## src/source/cpuPkg.sv

```systemverilog
`default_nettype none

package cpuPkg;

    localparam int wordSize = 16;

    typedef logic [wordSize-1:0] word;
    typedef logic [1:0] regAddr;

    // JAL and JRL write their return address here
    localparam regAddr linkReg = 2'd2;

    // opcode field, instr[15:12]
    localparam logic [3:0] opBne = 4'd0;
    localparam logic [3:0] opBeq = 4'd1;
    localparam logic [3:0] opBgz = 4'd2;
    localparam logic [3:0] opBlz = 4'd3;
    localparam logic [3:0] opAdi = 4'd4;
    localparam logic [3:0] opOri = 4'd5;
    localparam logic [3:0] opLhi = 4'd6;
    localparam logic [3:0] opLwd = 4'd7;
    localparam logic [3:0] opSwd = 4'd8;
    localparam logic [3:0] opJmp = 4'd9;
    localparam logic [3:0] opJal = 4'd10;
    localparam logic [3:0] opRtype = 4'd15;

    // function field of R-type, instr[5:0]
    localparam logic [5:0] fnAdd = 6'd0;
    localparam logic [5:0] fnSub = 6'd1;
    localparam logic [5:0] fnAnd = 6'd2;
    localparam logic [5:0] fnOrr = 6'd3;
    localparam logic [5:0] fnNot = 6'd4;
    localparam logic [5:0] fnTcp = 6'd5;
    localparam logic [5:0] fnShl = 6'd6;
    localparam logic [5:0] fnShr = 6'd7;
    localparam logic [5:0] fnJpr = 6'd25;
    localparam logic [5:0] fnJrl = 6'd26;

    typedef enum logic [3:0] {
        aluAdd,
        aluSub,
        aluAnd,
        aluOr,
        aluNot,
        aluTcp,
        aluShl,
        aluShr,
        aluPassB,
        aluLhi
    } aluOp;

    // write-back source select
    localparam logic [1:0] wbAlu = 2'd0;
    localparam logic [1:0] wbLoad = 2'd1;
    localparam logic [1:0] wbLink = 2'd2;
    localparam logic [1:0] wbLhi = 2'd3;

    // destination register select
    localparam logic [1:0] dstRt = 2'd0;
    localparam logic [1:0] dstRd = 2'd1;
    localparam logic [1:0] dstLink = 2'd2;

    // next PC select
    localparam logic [1:0] pcSeq = 2'd0;
    localparam logic [1:0] pcBranch = 2'd1;
    localparam logic [1:0] pcJump = 2'd2;
    localparam logic [1:0] pcReg = 2'd3;

    typedef enum logic [2:0] {
        stFetch,
        stFetchWait,
        stExecute,
        stMemory,
        stWriteback
    } cpuState;

endpackage

`default_nettype wire

```

## src/source/registerFile.sv

```systemverilog
`timescale 1ns/1ps
`default_nettype none

module registerFile (
    input  wire logic           clk,
    input  wire logic           rstN,
    input  wire cpuPkg::regAddr readAddrA,
    input  wire cpuPkg::regAddr readAddrB,
    input  wire cpuPkg::regAddr writeAddr,
    input  wire cpuPkg::word    writeData,
    input  wire logic           writeEn,
    output cpuPkg::word         readDataA,
    output cpuPkg::word         readDataB
);
    import cpuPkg::*;

    word regs [4];

    always_ff @(posedge clk) begin
        if (!rstN) begin
            for (int i = 0; i < 4; i++) begin
                regs[i] <= '0;
            end
        end else if (writeEn) begin
            regs[writeAddr] <= writeData;
        end
    end

    // asynchronous read, old value during a same-cycle write
    assign readDataA = regs[readAddrA];
    assign readDataB = regs[readAddrB];

endmodule

`default_nettype wire

```

## config.mk

```make
export PLATFORM = sky130hd
export DESIGN_NAME = registerFile
export DESIGN_NICKNAME = d
export VERILOG_FILES = /design/src/source/cpuPkg.sv /design/src/source/registerFile.sv
export SDC_FILE = /design/constraint.sdc
export NUM_CORES = 1
export LEC_CHECK = 0
export BUFFER_PORTS_ARGS = -buffer_cell sky130_fd_sc_hd__buf_2
export CORE_MARGIN = 4
export CORE_UTILIZATION = 60
export DETAILED_ROUTE_END_ITERATION = 10
export PLACE_DENSITY = 0.85
export SLEW_MARGIN = 40
export SYNTH_ARGS = -nofsm -noshare
export SYNTH_HDL_FRONTEND = slang
export SYNTH_SLANG_ARGS = --single-unit
export TNS_END_PERCENT = 20
```

## constraint.sdc

```tcl
create_clock -name clk -period 7 [get_ports clk]
set_input_delay 1.4 -clock clk [delete_from_list [all_inputs] [get_ports clk]]
set_output_delay 1.4 -clock clk [all_outputs]
set_load 0.03 [all_outputs]
```

==> impl_metrics.ini <==
[status]
status = finished, final reports clean

[floorplan]
die_h_um = 81.9
dieArea_um2 = 6700
core_um2 = 5200
start_util_pct = 62.9
row_count = 26
pin_count = 57
die_x_um = 81.9

[clock_tree]
post-cts-setup-buffer-count = 0
htreeDepth = 3
path_clk_slew_ns = 0.06
root_buffer = clkbuf_8
cts_sinks = 64
cts_hold_buf = 0
cts_made_buffers = 9
cts_tree = built
postCtsResizedCells = 0
cts_buffer_depth = 2

[grt]
grt_pass1_vias = 1980
grt_overflow = 0
grt_usage_pct = 21.9
antenna_found_initial = 0
grt_pass1_wl_mm = 10.3
grt_start_max_net_pins = 24

[drt]
drt-total-wl_mm = 6.49
drt_drc_violations_left = 0
vias = 1889
via_per_inst = 6.02
ant_nets = 0
detail_route.wl_per_cell_um = 20.7
drtPass1Iterations = 4
dr.first_iter.drc_count = 160

[min_path]
hp-class = in2reg

[sta]
whs_ns = 1.38
fin_tns_setup_ns = 0
worst_pin_slew_ns = 0.747
slew_headroom_pct = 49.8
worst_slack_ns = 2.90
setup_viol = 0
fin_crit_ns = 4.10
rsz0062_at_grt = no
period_share_pct = 58.5
fmax_ghz = 0.244
finalMaxSlewViolations = 0
hold_viol_final = 0

[worst_setup_path]
critPathLaunchType = primary input
required_ns = 5.60
cp_max_fo = 16
crit_type = in2out
end_kind = output port
arrival_ns = 2.70

[final_layout]
largest-register = regs
drive_above_1_share_pct = 38.1
multi_input_area_um2 = 1240
fin_nets = 265
regArea_um2 = 1920
layout.cells.most_common_list = edfxtp_1 (64), buf_2 (56), and2_1 (48), mux4_2 (20), and3_1 (16)
largest_reg_flops = 64
fin_cells = 314
diodes = 0
fillers = 348
areaGrowthSynthToFinish_pct = 13.7
top_regs = regs x64
final_common_cell = edfxtp_1

[logic_synthesis]
ys_seq_area_share_pct = 58.7
netlist_area_um2 = 3270
syn_nets = 211
ys_ff_latch = 64
yosys_warnings = 0
synth_cell_type_count = 18
avgSynthCellArea_um2 = 17.6
synthCells = 186

[placement]
dp_worst_setup_slack_ns = 2.89
port_buffers = 56
gp_congestion = 0.711
place_inst = 299
dp_hpwl_mm = 4.20

[power_and_ir_drop]
leakage_nw = 1.49
power.total_mw = 0.914
peakVddDrop_uv = 132
cellPowerDensity_nw_per_um2 = 246

[job]
max_cap_viol_count = 0
==> layout make-up <==
cell class | count | share of cell area [%]
Sequential cell | 64 | 51.6
Multi-Input combinational cell | 106 | 33.2
Timing Repair Buffer | 58 | 7.93
Clock buffer | 10 | 3.43
Tap cell | 70 | 2.35
Clock inverter | 5 | 1.31
Inverter | 1 | 0.101
==> worst max-delay path: stages <==
cell and delay, ns:
buf_2 0.44, mux4_1 0.65, buf_2 0.20
==> cells by family (layout without fill, tap and decap cells) <==
logic type | count (synthesis) | count (layout) | share of synthesized area, %
AO/OA/AOI/OAI | 2 | 2 | 0.306
buffers and inverters | 16 | 74 | 3.55
flip-flops | 64 | 64 | 58.7
multiplexers | 32 | 32 | 23.4
AND/OR/NAND/NOR | 72 | 72 | 14.0
==> report_power, final <==
group | internal, mW | switching [mW]
sequential | 0.454 | 0.0132
clock | 0.159 | 0.131
combinational | 0.0605 | 0.0962
==> per-layer routing <==
metal / share of wire, % / GRT usage, % / wire, um
met2: 53 / 36.8 / 3410
met3: 7.1 / 7.02 / 462
met1: 39 / 26.8 / 2540
met4: 1.1 / 7.31 / 70
met5: 0 / 0 / 0
==> metrics by stage <==
stage	utilization, %	instance area [um^2]
after global routing	71.5	3720
after CTS	71.5	3720
final	71.5	3720
after detailed placement	68.1	3540
after global placement	68.1	3540
after floorplan	-	3270
==> final timing paths <==
kind,startpoint,end,slack [ns],depth (start not counted)
min,writeData[7],regs[1][7]$_SDFFCE_PN0P_,1.38,2
max,readAddrB[0],readDataB[14],2.90,3
==> cells in the mapped netlist <==
| master | count | area (um^2) |
|---|---|---|
| edfxtp_1 | 64 | 1920 |
| and2_1 | 48 | 300 |
| mux4_2 | 20 | 450 |
| and3_1 | 16 | 100 |
| mux4_1 | 12 | 315 |
| buf_2 | 4 | 20.0 |
| clkbuf_1 | 4 | 15.0 |
| clkbuf_2 | 3 | 15.0 |
| and4b_1 | 2 | 20.0 |
| buf_12 | 2 | 40.0 |
| buf_6 | 2 | 22.5 |
| nand2_1 | 2 | 7.51 |
| o21ai_0 | 2 | 10.0 |
| and4bb_2 | 1 | 12.5 |
| inv_1 | 1 | 3.75 |
| nand2b_1 | 1 | 6.26 |
| nand3_1 | 1 | 5.00 |
| nand3b_1 | 1 | 7.51 |
No activity file was read; power rests on OpenSTA's default activity.
