## src/source/cpuPkg.sv

```systemverilog
`default_nettype none

package cpuPkg;

    localparam int wordSize = 16;

    typedef logic [wordSize-1:0] word;
    typedef logic [1:0] regAddr;

    // JAL and JRL write their return address here
    localparam regAddr linkReg = 2'd2;

    // opcode field, instr[15:12]
    localparam logic [3:0] opBne = 4'd0;
    localparam logic [3:0] opBeq = 4'd1;
    localparam logic [3:0] opBgz = 4'd2;
    localparam logic [3:0] opBlz = 4'd3;
    localparam logic [3:0] opAdi = 4'd4;
    localparam logic [3:0] opOri = 4'd5;
    localparam logic [3:0] opLhi = 4'd6;
    localparam logic [3:0] opLwd = 4'd7;
    localparam logic [3:0] opSwd = 4'd8;
    localparam logic [3:0] opJmp = 4'd9;
    localparam logic [3:0] opJal = 4'd10;
    localparam logic [3:0] opRtype = 4'd15;

    // function field of R-type, instr[5:0]
    localparam logic [5:0] fnAdd = 6'd0;
    localparam logic [5:0] fnSub = 6'd1;
    localparam logic [5:0] fnAnd = 6'd2;
    localparam logic [5:0] fnOrr = 6'd3;
    localparam logic [5:0] fnNot = 6'd4;
    localparam logic [5:0] fnTcp = 6'd5;
    localparam logic [5:0] fnShl = 6'd6;
    localparam logic [5:0] fnShr = 6'd7;
    localparam logic [5:0] fnJpr = 6'd25;
    localparam logic [5:0] fnJrl = 6'd26;

    typedef enum logic [3:0] {
        aluAdd,
        aluSub,
        aluAnd,
        aluOr,
        aluNot,
        aluTcp,
        aluShl,
        aluShr,
        aluPassB,
        aluLhi
    } aluOp;

    // write-back source select
    localparam logic [1:0] wbAlu = 2'd0;
    localparam logic [1:0] wbLoad = 2'd1;
    localparam logic [1:0] wbLink = 2'd2;
    localparam logic [1:0] wbLhi = 2'd3;

    // destination register select
    localparam logic [1:0] dstRt = 2'd0;
    localparam logic [1:0] dstRd = 2'd1;
    localparam logic [1:0] dstLink = 2'd2;

    // next PC select
    localparam logic [1:0] pcSeq = 2'd0;
    localparam logic [1:0] pcBranch = 2'd1;
    localparam logic [1:0] pcJump = 2'd2;
    localparam logic [1:0] pcReg = 2'd3;

    typedef enum logic [2:0] {
        stFetch,
        stFetchWait,
        stExecute,
        stMemory,
        stWriteback
    } cpuState;

endpackage

`default_nettype wire

```

## src/source/cpuAlu.sv

```systemverilog
`timescale 1ns/1ps
`default_nettype none

module cpuAlu (
    input  wire cpuPkg::word  a,
    input  wire cpuPkg::word  b,
    input  wire cpuPkg::aluOp op,
    output cpuPkg::word       result,
    output logic              overflow
);
    import cpuPkg::*;

    always_comb begin
        result = b;
        overflow = 1'b0;
        case (op)
            aluAdd: begin
                result = a + b;
                // same-sign operands, result sign flipped
                overflow = (a[wordSize-1] == b[wordSize-1])
                    && (result[wordSize-1] != a[wordSize-1]);
            end
            aluSub: begin
                result = a - b;
                overflow = (a[wordSize-1] != b[wordSize-1])
                    && (result[wordSize-1] != a[wordSize-1]);
            end
            aluAnd: result = a & b;
            aluOr: result = a | b;
            aluNot: result = ~a;
            aluTcp: result = ~a + 1'b1;
            aluShl: result = {a[wordSize-2:0], 1'b0};
            // arithmetic, sign bit kept
            aluShr: result = {a[wordSize-1], a[wordSize-1:1]};
            aluPassB: result = b;
            // low immediate byte into the upper half
            aluLhi: result = {b[7:0], 8'h00};
            default: result = b;
        endcase
    end

endmodule

`default_nettype wire

```

## config.mk

```make
export PLATFORM = sky130hd
export DESIGN_NAME = cpuAlu
export DESIGN_NICKNAME = d
export VERILOG_FILES = /design/src/source/cpuPkg.sv /design/src/source/cpuAlu.sv
export SDC_FILE = /design/constraint.sdc
export NUM_CORES = 1
export LEC_CHECK = 0
export BUFFER_PORTS_ARGS = -buffer_cell sky130_fd_sc_hd__buf_2
export CAP_MARGIN = 25
export CORE_AREA = 2 2 98 100
export DETAILED_ROUTE_END_ITERATION = 10
export DIE_AREA = 0 0 100 102
export GPL_ROUTABILITY_DRIVEN = 0
export PLACE_DENSITY = 0.63
export SYNTH_ARGS = -nofsm -noshare
export SYNTH_HDL_FRONTEND = slang
export SYNTH_SLANG_ARGS = --single-unit
```

## constraint.sdc

```tcl
create_clock -name vclk -period 7.55
set_input_delay 0.755 -clock vclk [all_inputs]
set_output_delay 0.755 -clock vclk [all_outputs]
set_load 0.02 [all_outputs]
```

==> results of run 1 <==
## worst max-delay path: stages
cell,delay (ns)
buf_2,0.20
inv_1,0.09
ha_1,0.33
a211oi_1,0.39
o21ai_0,0.27
o21ai_0,0.30
nor4b_1,0.48
or3_1,0.18
o2111ai_1,0.09
a2bb2oi_1,0.17
buf_2,0.20
## report_power, final
part / internal [uW] / switching [uW] / leakage (uW)
combinational: 94.2 / 169 / 0.00156
clock: 0 / 0 / 0
sequential: 0 / 0 / 0
total: 94.2 / 169 / 0.00156
## layout by cell type, fill, tap and decap left out, drive strengths merged, types with 3 or more instances in the layout
master	instances
or3	3
o21ai	43
nor2b	7
xnor2	24
o22ai	7
mux4	3
a22oi	4
buf	56
a311oi	5
nand2	44
mux2i	6
nor3	12
o31ai	10
o32a	4
inv	54
a32oi	6
ha	48
nor4	5
o211ai	4
nand4	6
a31oi	10
a221oi	9
nand3	15
nand2b	5
a21oi	47
a211oi	7
nor2	47
and3	6
## through the flow
step | area (um^2) | hold WS, ns | utilization
finish | 3580 | 1.89 | 0.393
global route | 3580 | 1.92 | 0.393
CTS | 3580 | 1.89 | 0.393
detailed placement | 3580 | 1.89 | 0.393
global placement | 3580 | 1.88 | 0.393
floorplan | 3330 | 1.64 | -
## metal layers
layer | vias up | GRT usage | share of wire
li1 | 1886 | - | -
met1 | 1854 | 0.320 | 0.43
met2 | 234 | 0.393 | 0.46
met3 | 44 | 0.0178 | 0.078
met4 | 0 | 0.0843 | 0.039
met5 | - | 0 | 0
## path summary, 6_finish.rpt
| path | from | end | slack (ns) | cells past startpoint |
|---|---|---|---|---|
| worst max-delay path | a[1] | result[13] | 3.33 | 11 |
| worst min-delay path | b[12] | result[12] | 1.89 | 3 |
## cell type report
type | count | area (um^2) | area share
Multi-Input combinational cell | 420 | 2950 | 0.824
Inverter | 54 | 203 | 0.0566
Tap cell | 111 | 139 | 0.0388
Timing Repair Buffer | 56 | 288 | 0.0804
## cell families (layout without fill, tap and decap cells)
group                    count (synthesis)  in the layout  synth area share
buffers and inverters                   88            110             0.116
AND/OR/NAND/NOR                        158            158             0.232
XOR/XNOR                                26             26            0.0684
adder cells (fa/ha/maj)                 50             50             0.193
multiplexers                            11             11            0.0451
AO/OA/AOI/OAI                          175            175             0.345
==> impl_results.md, run 1 <==
* Status: finished, final reports clean
* Clkbuf count at 0
* Final Hold Fails at 0
* Final #Nets at 618
* Max Fclk at 0.237 GHz
* First-pass GRT wire length at 19500 um
* Port buffer count at 53
* Hold-fix buffers at CTS at 0
* # resized after CTS at 0
* Critical path class: input port to output port
* Grt ovf at 0
* Pre-CTS setup slack at 3.43 ns
* Finished Layout Cells at between 600 and 700
* Synth top cells by count: inv_1 (54), ha_1 (48), nor2_1 (47)
* Register Area at 0 um^2
* Max Cap Viol at 0
* Minimum clock period at 4.22 ns
* Vias post-DR at 4018
* FP Rows at 35
* Synth area leader: ha_1
* Total GRT Usage at 0.235
* Synth area leaders: ha_1 (18%), a21oi_1 (6.9%), o21ai_0 (6.3%)
* Synth top area share at 0.181
* Vias in the first global route at 3799
* Final ANT Viol Nets at 0
* Largest net degree at the start of global routing at 54
* DR pass1 iterations at 6
* DR iter-0 viols at 404
* DR WL/cell at about 19 um
* WP data arrival at around 3.5 ns
* Worst-Margin Slew at about 1.1 ns
* Placed insts at 641
* RSZ-0062 raised after global routing: false
* Share of cells above drive strength 1 at 0.143
* Area Growth Syn to Fin at 7.63%
* Sequential cells at 0
* Total Neg Setup Slack at 0 ns
* Synth cell types at 64
* Worst setup SP type: input port
* Initial antenna violation count at 0
* DP HPWL at 9290 um
* Cells after Synth at 508
* Total power at 264 uW
* Vias per Instance at 6.27
* Worst IR drop on VDD at 26.0 uV
* Tcrit/Tclk final at 0.558
* Hold Crit Class: input port to output port
* Post-synthesis sequential area ratio at 0
* Postcts setup bufs at 0
* Ant. Diodes at 0
* Mean area per synthesized cell at 6.55 um^2
* Setup WS post-layout at about 3.3 ns
* Rel. slew slack at 0.278
* Detailed-route wire length at 12200 um
* Post-Syn Area at 0.00333 mm^2
* Leakage power at between 0.0015 and 0.002 uW
* Initial Util at 0.365
* Mapped Nets at 594
* Core Area at 0.00911 mm^2
* Filler cells at 997
* Die X at about 100 um
* CP required at 6.80 ns
* CP Capture Type: output port
* PD cells at approximately 74 mW/mm^2
* Top-count cell post-synth: inv_1
* Die Ht at about 100 um
* Warnings from Yosys at 0
* Die area at about 0.010 mm^2
* IO Pins at 53
* Critical Path Fanout Max at 9
* DRC at 0
* Max-slew violations at 0
* Final Setup Violations at 0
Note: power is estimated with default switching activity, not from simulation.
==> inputs of run 2 (changes only) <==
- clock period: 7.55 -> 4.1 ns (I/O delays scaled with it)
==> impl_results.md, run 2 (synthesized netlist as in run 1, its figures left out) <==
* Hold Crit Class: input port to output port
* Hold Path Depth at 3
* DP Area at 0.00361 mm^2
* Worst setup SP type: input port
* Hold Crit Start: a[15]
* Max-slew violations at 0
* DRC at 0
* Largest net degree at the start of global routing at 42
* Total GRT Usage at 0.235
* Detailed-route wire length at 12000 um
* Status: finished, final reports clean
* FP Rows at 35
* RSZ-0062 raised after global routing: false
* Sequential power share at 0
* Area Growth Syn to Fin at 8.61%
* Die Ht at 102 um
* First-pass GRT wire length at 19500 um
* Critical Path Fanout Max at 9
* Sequential cells at 0
* Internal power at about 180 uW
* Minimum clock period at approximately 3.5 ns
* Worst-Margin Slew at about 0.96 ns
* Total Neg Setup Slack at 0 ns
* Share of cells above drive strength 1 at 0.150
* Core Area at between 0.009 and 0.01 mm^2
* Worst IR drop on VDD at approximately 51 uV
* Vias post-DR at 3957
* Clk pwr share at 0
* PD cells at 134 mW/mm^2
* Hold worst-path end: overflow
* Postcts setup bufs at 0
* Port buffer count at 53
* Vias in the first global route at 3728
* Hold-fix buffers at CTS at 0
* Max Fclk at around 0.29 GHz
* Initial Util at 0.365
* Final Hold Fails at 0
* Most frequent cells in the layout: inv_1 (54), buf_2 (53), ha_1 (48), nor2_1 (47), a21oi_1 (46)
* Grt ovf at 0
* Critical path class: input port to output port
* Filler cells at 955
* # resized after CTS at 0
* WP data arrival at 3.08 ns
* DR WL/cell at 18.6 um
* Initial antenna violation count at 0
* Clkbuf count at 0
* Register Area at 0 um^2
* Final #Nets at 623
* DR iter-0 viols at ~380
* DP HPWL at around 9300 um
* Final Setup Violations at 0
* Die X at 100 um
* IO Pins at 53
* Tcrit/Tclk final at 0.851
* DR pass1 iterations at 6
* Vias per Instance at 6.13
* CP required at 3.69 ns
* Switching part of the total at 0.636
* Max Cap Viol at 0
* Psw at 308 uW
* CP Capture Type: output port
* Comb pwr share at 1.000
* Die area at slightly above 0.01 mm^2
* Final ANT Viol Nets at 0
* Ant. Diodes at 0
* Commonest non-fill, non-tap cell in the layout: inv_1
* Final Instance Area at 0.00361 mm^2
* Rel. slew slack at 0.362
* Leakage power at 0.00159 uW
run 2: critical path, stage by stage:
cell,delay [ns]
buf_2,0.19
inv_1,0.09
ha_1,0.33
o21ba_2,0.22
a2111o_1,0.47
a311oi_1,0.39
nand2b_1,0.20
a31oi_1,0.14
o2111ai_1,0.23
a2bb2oi_1,0.21
buf_2,0.19
run 2: layer usage:
layer / vias up / share of wire / global-route usage
met5: - / 0 / 0
met2: 215 / 0.46 / 0.401
li1: 1894 / - / -
met1: 1824 / 0.43 / 0.317
met3: 24 / 0.086 / 0.0260
met4: 0 / 0.024 / 0.0569
run 2: power by group through the flow:
stage	registers (uW)	logic [uW]	clock network (uW)
after floorplan	0	337	0
after global placement	0	471	0
after detailed placement	0	472	0
after CTS	0	474	0
after global routing	0	530	0
final	0	484	0
run 2: worst max path at each step:
stage,from,end,slack (ns),depth (start not counted)
final,a[1],result[13],0.61,11
after global routing,a[1],result[13],0.37,11
after floorplan,b[1],result[13],1.12,9
after CTS,a[1],result[13],0.65,11
after global placement,a[0],result[14],0.76,12
after detailed placement,a[1],result[13],0.66,11
run 2: through the flow:
| step | utilization | setup slack, ns | std cells | hold WS, ns | total power, uW |
|---|---|---|---|---|---|
| 2_1_floorplan | - | 1.12 | 508 | 0.949 | 337 |
| 3_3_place_gp | 0.397 | 0.762 | 646 | 1.19 | 471 |
| 3_5_place_dp | 0.397 | 0.657 | 646 | 1.20 | 472 |
| 4_1_cts | 0.397 | 0.653 | 646 | 1.21 | 474 |
| 5_1_grt | 0.397 | 0.369 | 646 | 1.23 | 530 |
| 6_report | 0.397 | 0.613 | 646 | 1.20 | 484 |
run 2: layout make-up:
type	instances	area [um^2]	share of cell area
Tap cell	111	139	0.0384
Multi-Input combinational cell	420	2950	0.815
Inverter	54	203	0.0561
Timing Repair Buffer	61	325	0.0900
