===== src/source/cpuPkg.sv =====
`default_nettype none

package cpuPkg;

    localparam int wordSize = 16;

    typedef logic [wordSize-1:0] word;
    typedef logic [1:0] regAddr;

    // JAL and JRL write their return address here
    localparam regAddr linkReg = 2'd2;

    // opcode field, instr[15:12]
    localparam logic [3:0] opBne = 4'd0;
    localparam logic [3:0] opBeq = 4'd1;
    localparam logic [3:0] opBgz = 4'd2;
    localparam logic [3:0] opBlz = 4'd3;
    localparam logic [3:0] opAdi = 4'd4;
    localparam logic [3:0] opOri = 4'd5;
    localparam logic [3:0] opLhi = 4'd6;
    localparam logic [3:0] opLwd = 4'd7;
    localparam logic [3:0] opSwd = 4'd8;
    localparam logic [3:0] opJmp = 4'd9;
    localparam logic [3:0] opJal = 4'd10;
    localparam logic [3:0] opRtype = 4'd15;

    // function field of R-type, instr[5:0]
    localparam logic [5:0] fnAdd = 6'd0;
    localparam logic [5:0] fnSub = 6'd1;
    localparam logic [5:0] fnAnd = 6'd2;
    localparam logic [5:0] fnOrr = 6'd3;
    localparam logic [5:0] fnNot = 6'd4;
    localparam logic [5:0] fnTcp = 6'd5;
    localparam logic [5:0] fnShl = 6'd6;
    localparam logic [5:0] fnShr = 6'd7;
    localparam logic [5:0] fnJpr = 6'd25;
    localparam logic [5:0] fnJrl = 6'd26;

    typedef enum logic [3:0] {
        aluAdd,
        aluSub,
        aluAnd,
        aluOr,
        aluNot,
        aluTcp,
        aluShl,
        aluShr,
        aluPassB,
        aluLhi
    } aluOp;

    // write-back source select
    localparam logic [1:0] wbAlu = 2'd0;
    localparam logic [1:0] wbLoad = 2'd1;
    localparam logic [1:0] wbLink = 2'd2;
    localparam logic [1:0] wbLhi = 2'd3;

    // destination register select
    localparam logic [1:0] dstRt = 2'd0;
    localparam logic [1:0] dstRd = 2'd1;
    localparam logic [1:0] dstLink = 2'd2;

    // next PC select
    localparam logic [1:0] pcSeq = 2'd0;
    localparam logic [1:0] pcBranch = 2'd1;
    localparam logic [1:0] pcJump = 2'd2;
    localparam logic [1:0] pcReg = 2'd3;

    typedef enum logic [2:0] {
        stFetch,
        stFetchWait,
        stExecute,
        stMemory,
        stWriteback
    } cpuState;

endpackage

`default_nettype wire


===== src/source/programCounter.sv =====
`timescale 1ns/1ps
`default_nettype none

module programCounter (
    input  wire logic        clk,
    input  wire logic        rstN,
    input  wire logic        pcLoad,
    input  wire logic [1:0]  pcSel,
    input  wire cpuPkg::word aluResult,
    input  wire cpuPkg::word regValue,
    input  wire logic [11:0] targetField,
    input  wire logic [3:0]  opcodeField,
    input  wire cpuPkg::word cmpA,
    input  wire cpuPkg::word cmpB,
    output cpuPkg::word      pc,
    output logic             takeBranch
);
    import cpuPkg::*;

    word nextPc;
    logic cond;

    always_comb begin
        case (pcSel)
            pcBranch: nextPc = aluResult;
            // page bits of the incremented PC are kept
            pcJump: nextPc = {pc[wordSize-1:12], targetField};
            pcReg: nextPc = regValue;
            default: nextPc = pc + 1'b1;
        endcase
    end

    always_ff @(posedge clk) begin
        if (!rstN) begin
            pc <= '0;
        end else if (pcLoad) begin
            pc <= nextPc;
        end
    end

    // signed compare, condition picked by low opcode bits
    always_comb begin
        case (opcodeField[1:0])
            2'd0: cond = (cmpA != cmpB);
            2'd1: cond = (cmpA == cmpB);
            2'd2: cond = ($signed(cmpA) > 0);
            default: cond = ($signed(cmpA) < 0);
        endcase
        // branch opcodes sit in 0 to 3
        takeBranch = (opcodeField[3:2] == 2'b00) && cond;
    end

endmodule

`default_nettype wire


===== config.mk =====
export PLATFORM = sky130hd
export DESIGN_NAME = programCounter
export DESIGN_NICKNAME = d
export VERILOG_FILES = /design/src/source/cpuPkg.sv /design/src/source/programCounter.sv
export SDC_FILE = /design/constraint.sdc
export NUM_CORES = 1
export LEC_CHECK = 0
export BUFFER_PORTS_ARGS = -buffer_cell sky130_fd_sc_hd__buf_4
export CAP_MARGIN = 20
export CORE_MARGIN = 3
export CORE_UTILIZATION = 39
export CTS_CLUSTER_DIAMETER = 200
export DETAILED_ROUTE_END_ITERATION = 10
export PLACE_DENSITY = 0.86
export SLEW_MARGIN = 30
export SYNTH_ARGS = -nofsm -noshare
export SYNTH_HDL_FRONTEND = slang
export SYNTH_SLANG_ARGS = --single-unit

===== constraint.sdc =====
create_clock -name clk -period 1.4 [get_ports clk]
set_input_delay 0.07 -clock clk [delete_from_list [all_inputs] [get_ports clk]]
set_output_delay 0.07 -clock clk [all_outputs]
set_load 0.02 [all_outputs]

==> impl_results.md, run 1 <==
* Outcome: complete, but fails checks
* Failing checks: negative setup slack
* Total track usage at 23.7%
* Die Width at 69.8 um
* Clock transition at the registers of the reported paths at 70 ps
* CP Class: flop to flop
* Post-synth top area cell: dfxtp_1
* Maxcap violations at 0
* Reg-to-reg slack, setup at -70 ps
* Syn. warnings at 0
* Layout cells sized above 1 at 58.2%
* Worst path required time at 1550 ps
* CP Depth at 4
* Post-synthesis cell count at 183
* Clock buffer depth at 2
* Final WS setup at -65.3 ps
* Critical Path Start Type: flop
* Synth top area share at 20.2%
* Row Count at 22
* Fin cells at 354
* Vias per inst at 5.68
* Worst VDD drop at 323 uV
* Library cells used by synthesis at 50
* Fin crit period at 1470 ps
* Reg2reg path depth at 4
* Final setup vio count at 6
* Port bufs at 101
* Register area at 349 sq um
* Seq/Total Area, Yosys at 20.2%
* Diode count at 0
* Design internal power at 1.08 mW
* Critical Path End: pc[2]
* Die Y at 69.8 um
* Synth Cell Area at 0.00159 sq mm
* Worst-path fanout max at 4
* Final weighted congestion in routability-driven placement at 0.805
* Slew Viols, Final at 0
* Total grt overflow at 0
* Routed len/inst at 16.6 um
* Hold Path Cell Cnt at 3
* Comb pwr share at 42.5%
* Area of the multi-input gates at 0.00120 sq mm
* R2R Path End: pc[2]
* H-tree levels at 1
* Final Hold Fails at 0
* Crit path DAT at 1610 ps
* Routed vias at 2,010
* Fmax at 682 MHz
* Die ar. at 0.00487 sq mm
* Avg Cell Area, Syn at 8.68 sq um
* Routed wire length at 5870 um
* Clock latency on the worst-skew pair at 250 ps
* CTS tree: built
* Flip-flop count of the largest register after layout at 16
* Register share of total power at 33.7%
* Worst Setup End Kind: flop
* Post-route clock period utilization at 105%
* Post-synth EDFFs at 0
* Sw frac at 32.4%
* ANT nets after route at 0
* Worst Hold Class: primary input to flop
* Area added between synthesis and finish at 69.4%
* Yosys reg bits at 16
* Largest regs: pc: 16 flops
* Reg2Reg Launch Point: pc[1]
* Total power at 1.60 mW
* Placed Area at 0.00254 sq mm
* Leak pwr at 1.27 nW
* Main synth FF type: dfxtp_1
* Largest net degree at the start of global routing at 17
* Area contributors post-synth: dfxtp_1 20%, xor2_1 6.6%, clkbuf_8 5.2%, mux2_2 4.3%, mux4_2 4.3%
* Pwr/cell area at 594 mW/mm^2
* Rel. slew slack at 55.7%
* First-pass GRT wire length at 9580 um
* CP startpoint: pc[1]
* Biggest register: pc
* CP max stage delay at 440 ps
* Cts hold-fix bufs at 0
* DR pass1 iterations at 5
* Placed Cells at 344
* Clock power frac at 23.7%
* 1st-iter DRT viols at 141
* Layout Nets at 393
* Commonest cells in the netlist: 16 x dfxtp_1, 14 x nand2_1, 13 x a21oi_1
* Unrepaired setup endpoints after global routing: true
* Pre-CTS setup slack at -114 ps
* Post-synth ARST share at 0%
* DP Wirelength at 4450 um
* Bufs and invs on worst path at 0
* Layout Skew at 2.07 ps
* Cell with the most instances after synthesis: dfxtp_1
* Number of global-route vias before repair at 2,082
* Syn nets at 269
* Number of CTS-inserted buffers at 3
* IO Pins at 102
* Starting density of the core at 41.8%
* Critical-path cell list: ha_4, nand2_1, mux4_2, o221a_2
* Switching power at 519 uW
* Root buffer cell: clkbuf_8
* DR DRC count at 0
* Slowest cell on crit path: mux4_2
* Top delay family on crit path: multiplexers
* Core box area at 0.00380 sq mm
* Worst-Margin Slew at 663 ps
* Sink Count at 16
* Post-route cell area at 0.00269 sq mm
* Fillers at 287
* Initial antenna violation count at 0
## layout by cell type, fill, tap and decap left out, types with 5 or more instances in the layout
master     n
a31oi_1   10
o21ai_0    7
nand4_1    5
inv_1      7
dfxtp_1    5
nor2_1    10
buf_4    127
nor4_1     5
nand2_1   13
dfxtp_4    6
dfxtp_2    5
a21oi_1   10
mux2_2     6
xor2_1    12
xnor2_1    5
## power groups by stage
| stage | combinational, mW | clock (mW) | sequential, mW |
|---|---|---|---|
| 3_5_place_dp | 0.637 | 0 | 0.547 |
| 3_3_place_gp | 0.623 | 0 | 0.546 |
| 6_report | 0.680 | 0.380 | 0.539 |
| 4_1_cts | 0.671 | 0.380 | 0.534 |
| 2_1_floorplan | 0.271 | 0 | 0.589 |
| 5_1_grt | 0.733 | 0.397 | 0.542 |
## how the worst min path moves through the flow
stage	startpoint	endpoint	slack, ps
final	aluResult[12]	pc[12]	110
after global routing	aluResult[12]	pc[12]	130
after CTS	aluResult[12]	pc[12]	100
after detailed placement	aluResult[12]	pc[12]	370
after global placement	aluResult[12]	pc[12]	360
after floorplan	rstN	pc[0]	200
## worst register-to-register path, cell delays in order, from the launching register on
cell	delay, ps
dfxtp_4	400
ha_4	190
nand2_1	50
mux4_2	440
o221a_2	290
## routing by layer
layer  track usage, %  part of all wire, %  vias up
li1                 -                    -      949
met1             29.5                   40      926
met3             3.33                  7.6       22
met2             40.8                   50      113
met4             9.36                  2.7        0
met5                0                    0        -
## through the flow
| stage | TNS (ps) | utilization, % | hold slack (ps) |
|---|---|---|---|
| 3_3_place_gp | -195 | 66.8 | 359 |
| 5_1_grt | -799 | 70.8 | 128 |
| 2_1_floorplan | -120 | - | 197 |
| 3_5_place_dp | -640 | 66.8 | 368 |
| 4_1_cts | -192 | 70.0 | 104 |
| 6_report | -239 | 70.8 | 106 |
## cell families after synthesis
group,synth area share [%]
buffers and inverters,8.90
AO/OA/AOI/OAI,25.5
adder cells (fa/ha/maj),0.788
XOR/XNOR,9.38
AND/OR/NAND/NOR,21.7
flip-flops,20.2
multiplexers,13.6
## what timing repair did
| item | 4_1_cts | 5_1_grt |
|---|---|---|
| gates cloned | 0 | 0 |
| pin swaps | 14 | 11 |
| buffers inserted | 4 | 2 |
| resized for setup | 10 | 5 |
| endpoints found under the setup margin | 8 | 10 |
| hold endpoints to repair | 0 | 0 |
## cell type report
class | count | share of cell area [%]
clock buffer | 4 | 1.67
sequential | 16 | 13.0
tap | 48 | 2.23
inverter | 7 | 0.977
timing repair buffer | 130 | 37.3
multi-input combinational | 149 | 44.8
(Power assumes the default switching activity.)
==> run 2, diff against run 1 <==
CORE_MARGIN = 2   (was 3)
PLACE_DENSITY = not set   (was 0.86)
PLACE_DENSITY_LB_ADDON = 0.25   (was not set)
==> run 2 against run 1 <==
Net effect:
- die area decreased by 5.6%
- largest power group unchanged
- sequential power decreased by 0.9%
- clock skew increased by 6.0 ps
- maximum frequency decreased by 0.25%
- the run still ends with negative setup slack left
- worst setup slack got worse by 3.7 ps
- clock power decreased by 2%
- highest routed layer unchanged
==> impl_results.md, run 2 (same netlist as run 1, synthesis figures left out) <==
* Area added between synthesis and finish at 73.4%
* DR DRC count at 0
* Clock buffer depth at 2
* Root buffer cell: clkbuf_8
* Slowest cell on crit path: nor4_1
* Fmax at 681 MHz
* DP Wirelength at 4390 um
* Number of CTS-inserted buffers at 3
* Outcome: complete, but fails checks
* Final WS setup at -69.0 ps
* Commonest non-fill, non-tap cell in the layout: buf_4
* CP max stage delay at 300 ps
* Flip-flop count of the largest register after layout at 16
* Worst Hold Class: primary input to flop
* 1st-iter DRT viols at 127
* Worst path required time at 1330 ps
* Die Y at 67.8 um
* Worst-path fanout max at 2
* Placed Cells at 353
* Total track usage at 24.1%
* Leak pwr at 1.32 nW
* Die ar. at 0.00460 sq mm
* Layout cells sized above 1 at 58.7%
* Met2 Routed Length at 2770 um
* Total grt overflow at 0
* Largest net degree at the start of global routing at 17
* Initial antenna violation count at 0
* Row Count at 23
* Diode count at 0
* Worst VDD drop at 344 uV
* Most frequent cells in the layout: 135 x buf_4, 13 x nand2_1, 13 x a21oi_1
* Fin crit period at 1470 ps
* First-pass GRT wire length at 8550 um
* Clock transition at the registers of the reported paths at 70 ps
* Final weighted congestion in routability-driven placement at 0.840
* Number of global-route vias before repair at 1,899
* Routed wire length at 5580 um
* Critical Path Start Type: primary input
* H-tree levels at 1
* Max layer used: met4
* Vias per inst at 5.49
* Worst Setup End Kind: output pin
* Critical-path cell list: buf_4, xor2_1, nor4_1, nand3_1, o41ai_2, mux2i_1, buf_4
* Layout Skew at 8.04 ps
* Layout Nets at 404
* Final setup vio count at 3
* Starting density of the core at 40.0%
* Die Width at 67.8 um
* Slew Viols, Final at 0
* Pwr/cell area at 581 mW/mm^2
* Fillers at 333
* Placed Area at 0.00258 sq mm
* Crit path DAT at 1400 ps
* Final Hold Fails at 0
* Post-route clock period utilization at 105%
* Biggest register: pc
* Wire length on met3 at 353 um
* IO Pins at 102
* CP Class: primary input to output pin
* Core box area at 0.00397 sq mm
* DR pass1 iterations at 4
* Worst-Margin Slew at 331 ps
* CTS tree: built
* Crit-path most repeated cell: buf_4
* Wire length on met1 at 2410 um
* Total power at 1.60 mW
* Unrepaired setup endpoints after global routing: true
* Port bufs at 101
* Maxcap violations at 0
* Clock latency on the worst-skew pair at 250 ps
* Routed vias at 2,014
* Failing checks: negative setup slack
* Post-route cell area at 0.00275 sq mm
* Routed len/inst at 15.2 um
* Largest regs: pc: 16 flops
* ANT nets after route at 0
* Rel. slew slack at 77.8%
* Sink Count at 16
* Fin cells at 367
==> run 2: cell count changes in the layout (fill, tap and decap cells not counted), moves of 2 or more <==
cell | previous run | this run
a21oi_1 | 10 | 13
a21oi_2 | 4 | 1
buf_12 | 2 | 0
buf_4 | 127 | 135
buf_6 | 1 | 6
==> run 2: worst paths after layout <==
check             cells after the start  slack [ps]     startpoint         end
setup / recovery                      7         -70        cmpA[2]  takeBranch
hold / removal                        3         130  aluResult[12]      pc[12]
setup reg to reg                      4         -30          pc[0]       pc[2]
hold reg to reg                       2         510         pc[10]      pc[10]
==> run 2: power breakdown <==
part	switching, mW	leakage, nW	internal (mW)
Clock	0.171	0.0228	0.202
Sequential	0.0427	0.138	0.491
Combinational	0.293	1.16	0.400
==> run 2: layer usage <==
layer / vias up / global-route usage [%]
li1: 972 / -
met1: 948 / 32.3
met5: - / 0
met2: 90 / 40.6
met4: 0 / 7.25
met3: 4 / 2.83
==> run 2: through the flow <==
step,TNS (ps),util [%],hold slack (ps),worst slack [ps]
2_1_floorplan,-120,-,197,-59.5
3_3_place_gp,-292,65.0,360,-140
3_5_place_dp,-502,65.0,376,-143
4_1_cts,-213,68.1,112,-60.2
5_1_grt,-394,69.3,143,-104
6_report,-101,69.3,130,-69.0
==> run 2: area by class of cell <==
cell class                      instances  area (sq um)  share of cell area (%)
Inverter                                7          26.3                   0.955
Multi-Input combinational cell        149          1190                    43.2
Clock buffer                            4          45.0                    1.64
Sequential cell                        16           349                    12.7
Timing Repair Buffer                  141          1080                    39.3
Tap cell                               50          62.6                    2.27
==> run 2: critical path: cells and delay by family <==
family          cells  cell delay, ps
simple gates        2             430
buf+inv             2             280
compound gates      1             260
mux                 1             220
xor+xnor            1             150
==> run 2: what timing repair did <==
| action | in CTS | in global routing |
|---|---|---|
| buffers inserted | 6 | 4 |
| gates resized for setup | 11 | 6 |
| pin swaps | 7 | 12 |
| gates cloned | 0 | 0 |
| hold buffers | 0 | 0 |
| endpoints found under the setup margin | 11 | 11 |
==> run 3, diff against run 2 <==
CORE_ASPECT_RATIO = 2   (was not set)
CTS_BUF_LIST = sky130_fd_sc_hd__clkbuf_16   (was not set)
==> run 3 against run 2 <==
Net effect:
- hold slack gained 2.4 ps
- sequential power is essentially flat
- final area grew 1.6%
- power grew 13%
- final cell count shrank 0.82%
- clock skew shrank 4.3 ps
- die area grew 0.67%
- the run still ends with negative setup slack left
- critical path type unchanged
- maximum frequency shrank 3.0%
- clock power grew 53%
- first-iteration DRC count shrank 43%
==> impl_results.md, run 3 (same netlist as run 1, synthesis figures left out) <==
* Total track usage at 25.6%
* Port bufs at 101
* CTS tree: built
* Rel. slew slack at 66.1%
* Number of CTS-inserted buffers at 3
* Core box area at 0.00388 sq mm
* Routed vias at 2,024
* Initial antenna violation count at 0
* Total power at 1.81 mW
* Worst-Margin Slew at 508 ps
* Root buffer cell: clkbuf_16
* Sink Count at 16
* Worst Hold Class: primary input to flop
* DR pass1 iterations at 4
* Leak pwr at 1.33 nW
* Most frequent cells in the layout: 134 x buf_4, 13 x nand2_1, 12 x xor2_1
* Flip-flop count of the largest register after layout at 16
* Slowest cell on crit path: nor4_2
* Total grt overflow at 0
* H-tree levels at 1
* ANT nets after route at 0
* 1st-iter DRT viols at 72
* CP Class: primary input to output pin
* Final setup vio count at 3
* Largest net degree at the start of global routing at 17
* Final WS setup at -115 ps
* Die Y at 94.2 um
* CP max stage delay at 330 ps
* Unrepaired setup endpoints after global routing: true
* First-pass GRT wire length at 9300 um
* Worst Setup End Kind: output pin
* Clock buffer depth at 2
* Row Count at 32
* Failing checks: negative setup slack
* Fmax at 660 MHz
* Worst path required time at 1330 ps
* Vias per inst at 5.56
* Slew Viols, Final at 0
* Post-route clock period utilization at 108%
* Worst VDD drop at 923 uV
* Clock latency on the worst-skew pair at 250 ps
* Layout Nets at 400
* Pwr/cell area at 648 mW/mm^2
* Cts hold-fix bufs at 0
* Biggest register: pc
* Clock transition at the registers of the reported paths at 50 ps
* Fin crit period at 1520 ps
* Number of global-route vias before repair at 2,041
* Outcome: complete, but fails checks
* DR DRC count at 0
* Starting density of the core at 40.9%
* Crit path DAT at 1450 ps
* Worst-path fanout max at 2
* Critical-path cell list: buf_4, xor2_1, nor4_2, nand3_1, o41ai_2, mux2i_1, buf_4
* Final weighted congestion in routability-driven placement at 0.818
* Critical Path Start Type: primary input
* Die Width at 49.1 um
* Placed Area at 0.00262 sq mm
* Area added between synthesis and finish at 76.2%
* Die ar. at 0.00463 sq mm
* Area of the multi-input gates at 0.00122 sq mm
* Routed len/inst at 16.2 um
* IO Pins at 102
* Maxcap violations at 0
* Largest regs: pc: 16 flops
* Post-route cell area at 0.00280 sq mm
* Final Hold Fails at 0
* Crit-path most repeated cell: buf_4
* Layout cells sized above 1 at 59.7%
* Register area at 352 sq um
* Routed wire length at 5910 um
* Commonest non-fill, non-tap cell in the layout: buf_4
* DP Wirelength at 4710 um
* Diode count at 0
* Fillers at 326
* Layout Skew at 3.77 ps
==> run 3: cell types whose count changed in the layout (fill, tap and decap cells not counted), sizes merged <==
cell and change:
clkinv +1, buf -4, clkbuf -1
==> run 3: worst max-delay path: cells and delay by family <==
kind / cells / cell delay, ps
xor gates and xnor gates: 1 / 170
AOI/OAI and AO/OA: 1 / 250
buffers and inverters: 2 / 280
and+or+nand+nor: 2 / 460
muxes: 1 / 220
==> run 3: area by class of cell <==
type                       count  area share (%)
sequential                    16            12.6
timing repair buffer         137            37.8
multi-input combinational    149            43.6
inverter                       7           0.939
clock inverter                 1           0.134
clock buffer                   3            2.68
tap                           51            2.28
==> run 3: through the flow <==
step	worst slack [ps]	hold WS (ps)	utilization, %	instances	TNS (ps)
2_1_floorplan	-59.5	197	-	183	-120
3_3_place_gp	-207	366	67.5	356	-321
3_5_place_dp	-217	379	67.5	356	-397
4_1_cts	-105	127	70.8	362	-197
5_1_grt	-241	156	72.0	364	-430
6_report	-115	132	72.0	364	-159
==> run 3: path summary, 6_finish.rpt <==
kind	start	to	slack (ps)	cells after the start
min	aluResult[12]	pc[12]	130	3
max reg2reg	pc[1]	pc[2]	-30	4
max	cmpA[13]	takeBranch	-120	7
min reg2reg	pc[10]	pc[10]	490	2
==> run 3: repair_timing <==
| action | in CTS | in global routing |
|---|---|---|
| setup endpoints to repair | 7 | 9 |
| resized for setup | 10 | 9 |
| setup buffers | 2 | 2 |
| endpoints found under the hold margin | 0 | 0 |
| pin swaps | 12 | 10 |
==> run 3: where the power goes <==
group | total [mW] | switching (mW) | internal, mW
combinational | 0.706 | 0.303 | 0.403
sequential | 0.537 | 0.0459 | 0.491
clock | 0.570 | 0.191 | 0.379
total | 1.81 | 0.539 | 1.27
==> run 3: metal layers <==
metal  global-route usage (%)  wire length [um]
met1                     23.6              1970
met2                     52.5              3360
met3                     5.41               421
met4                     8.57               157
met5                        0                 0
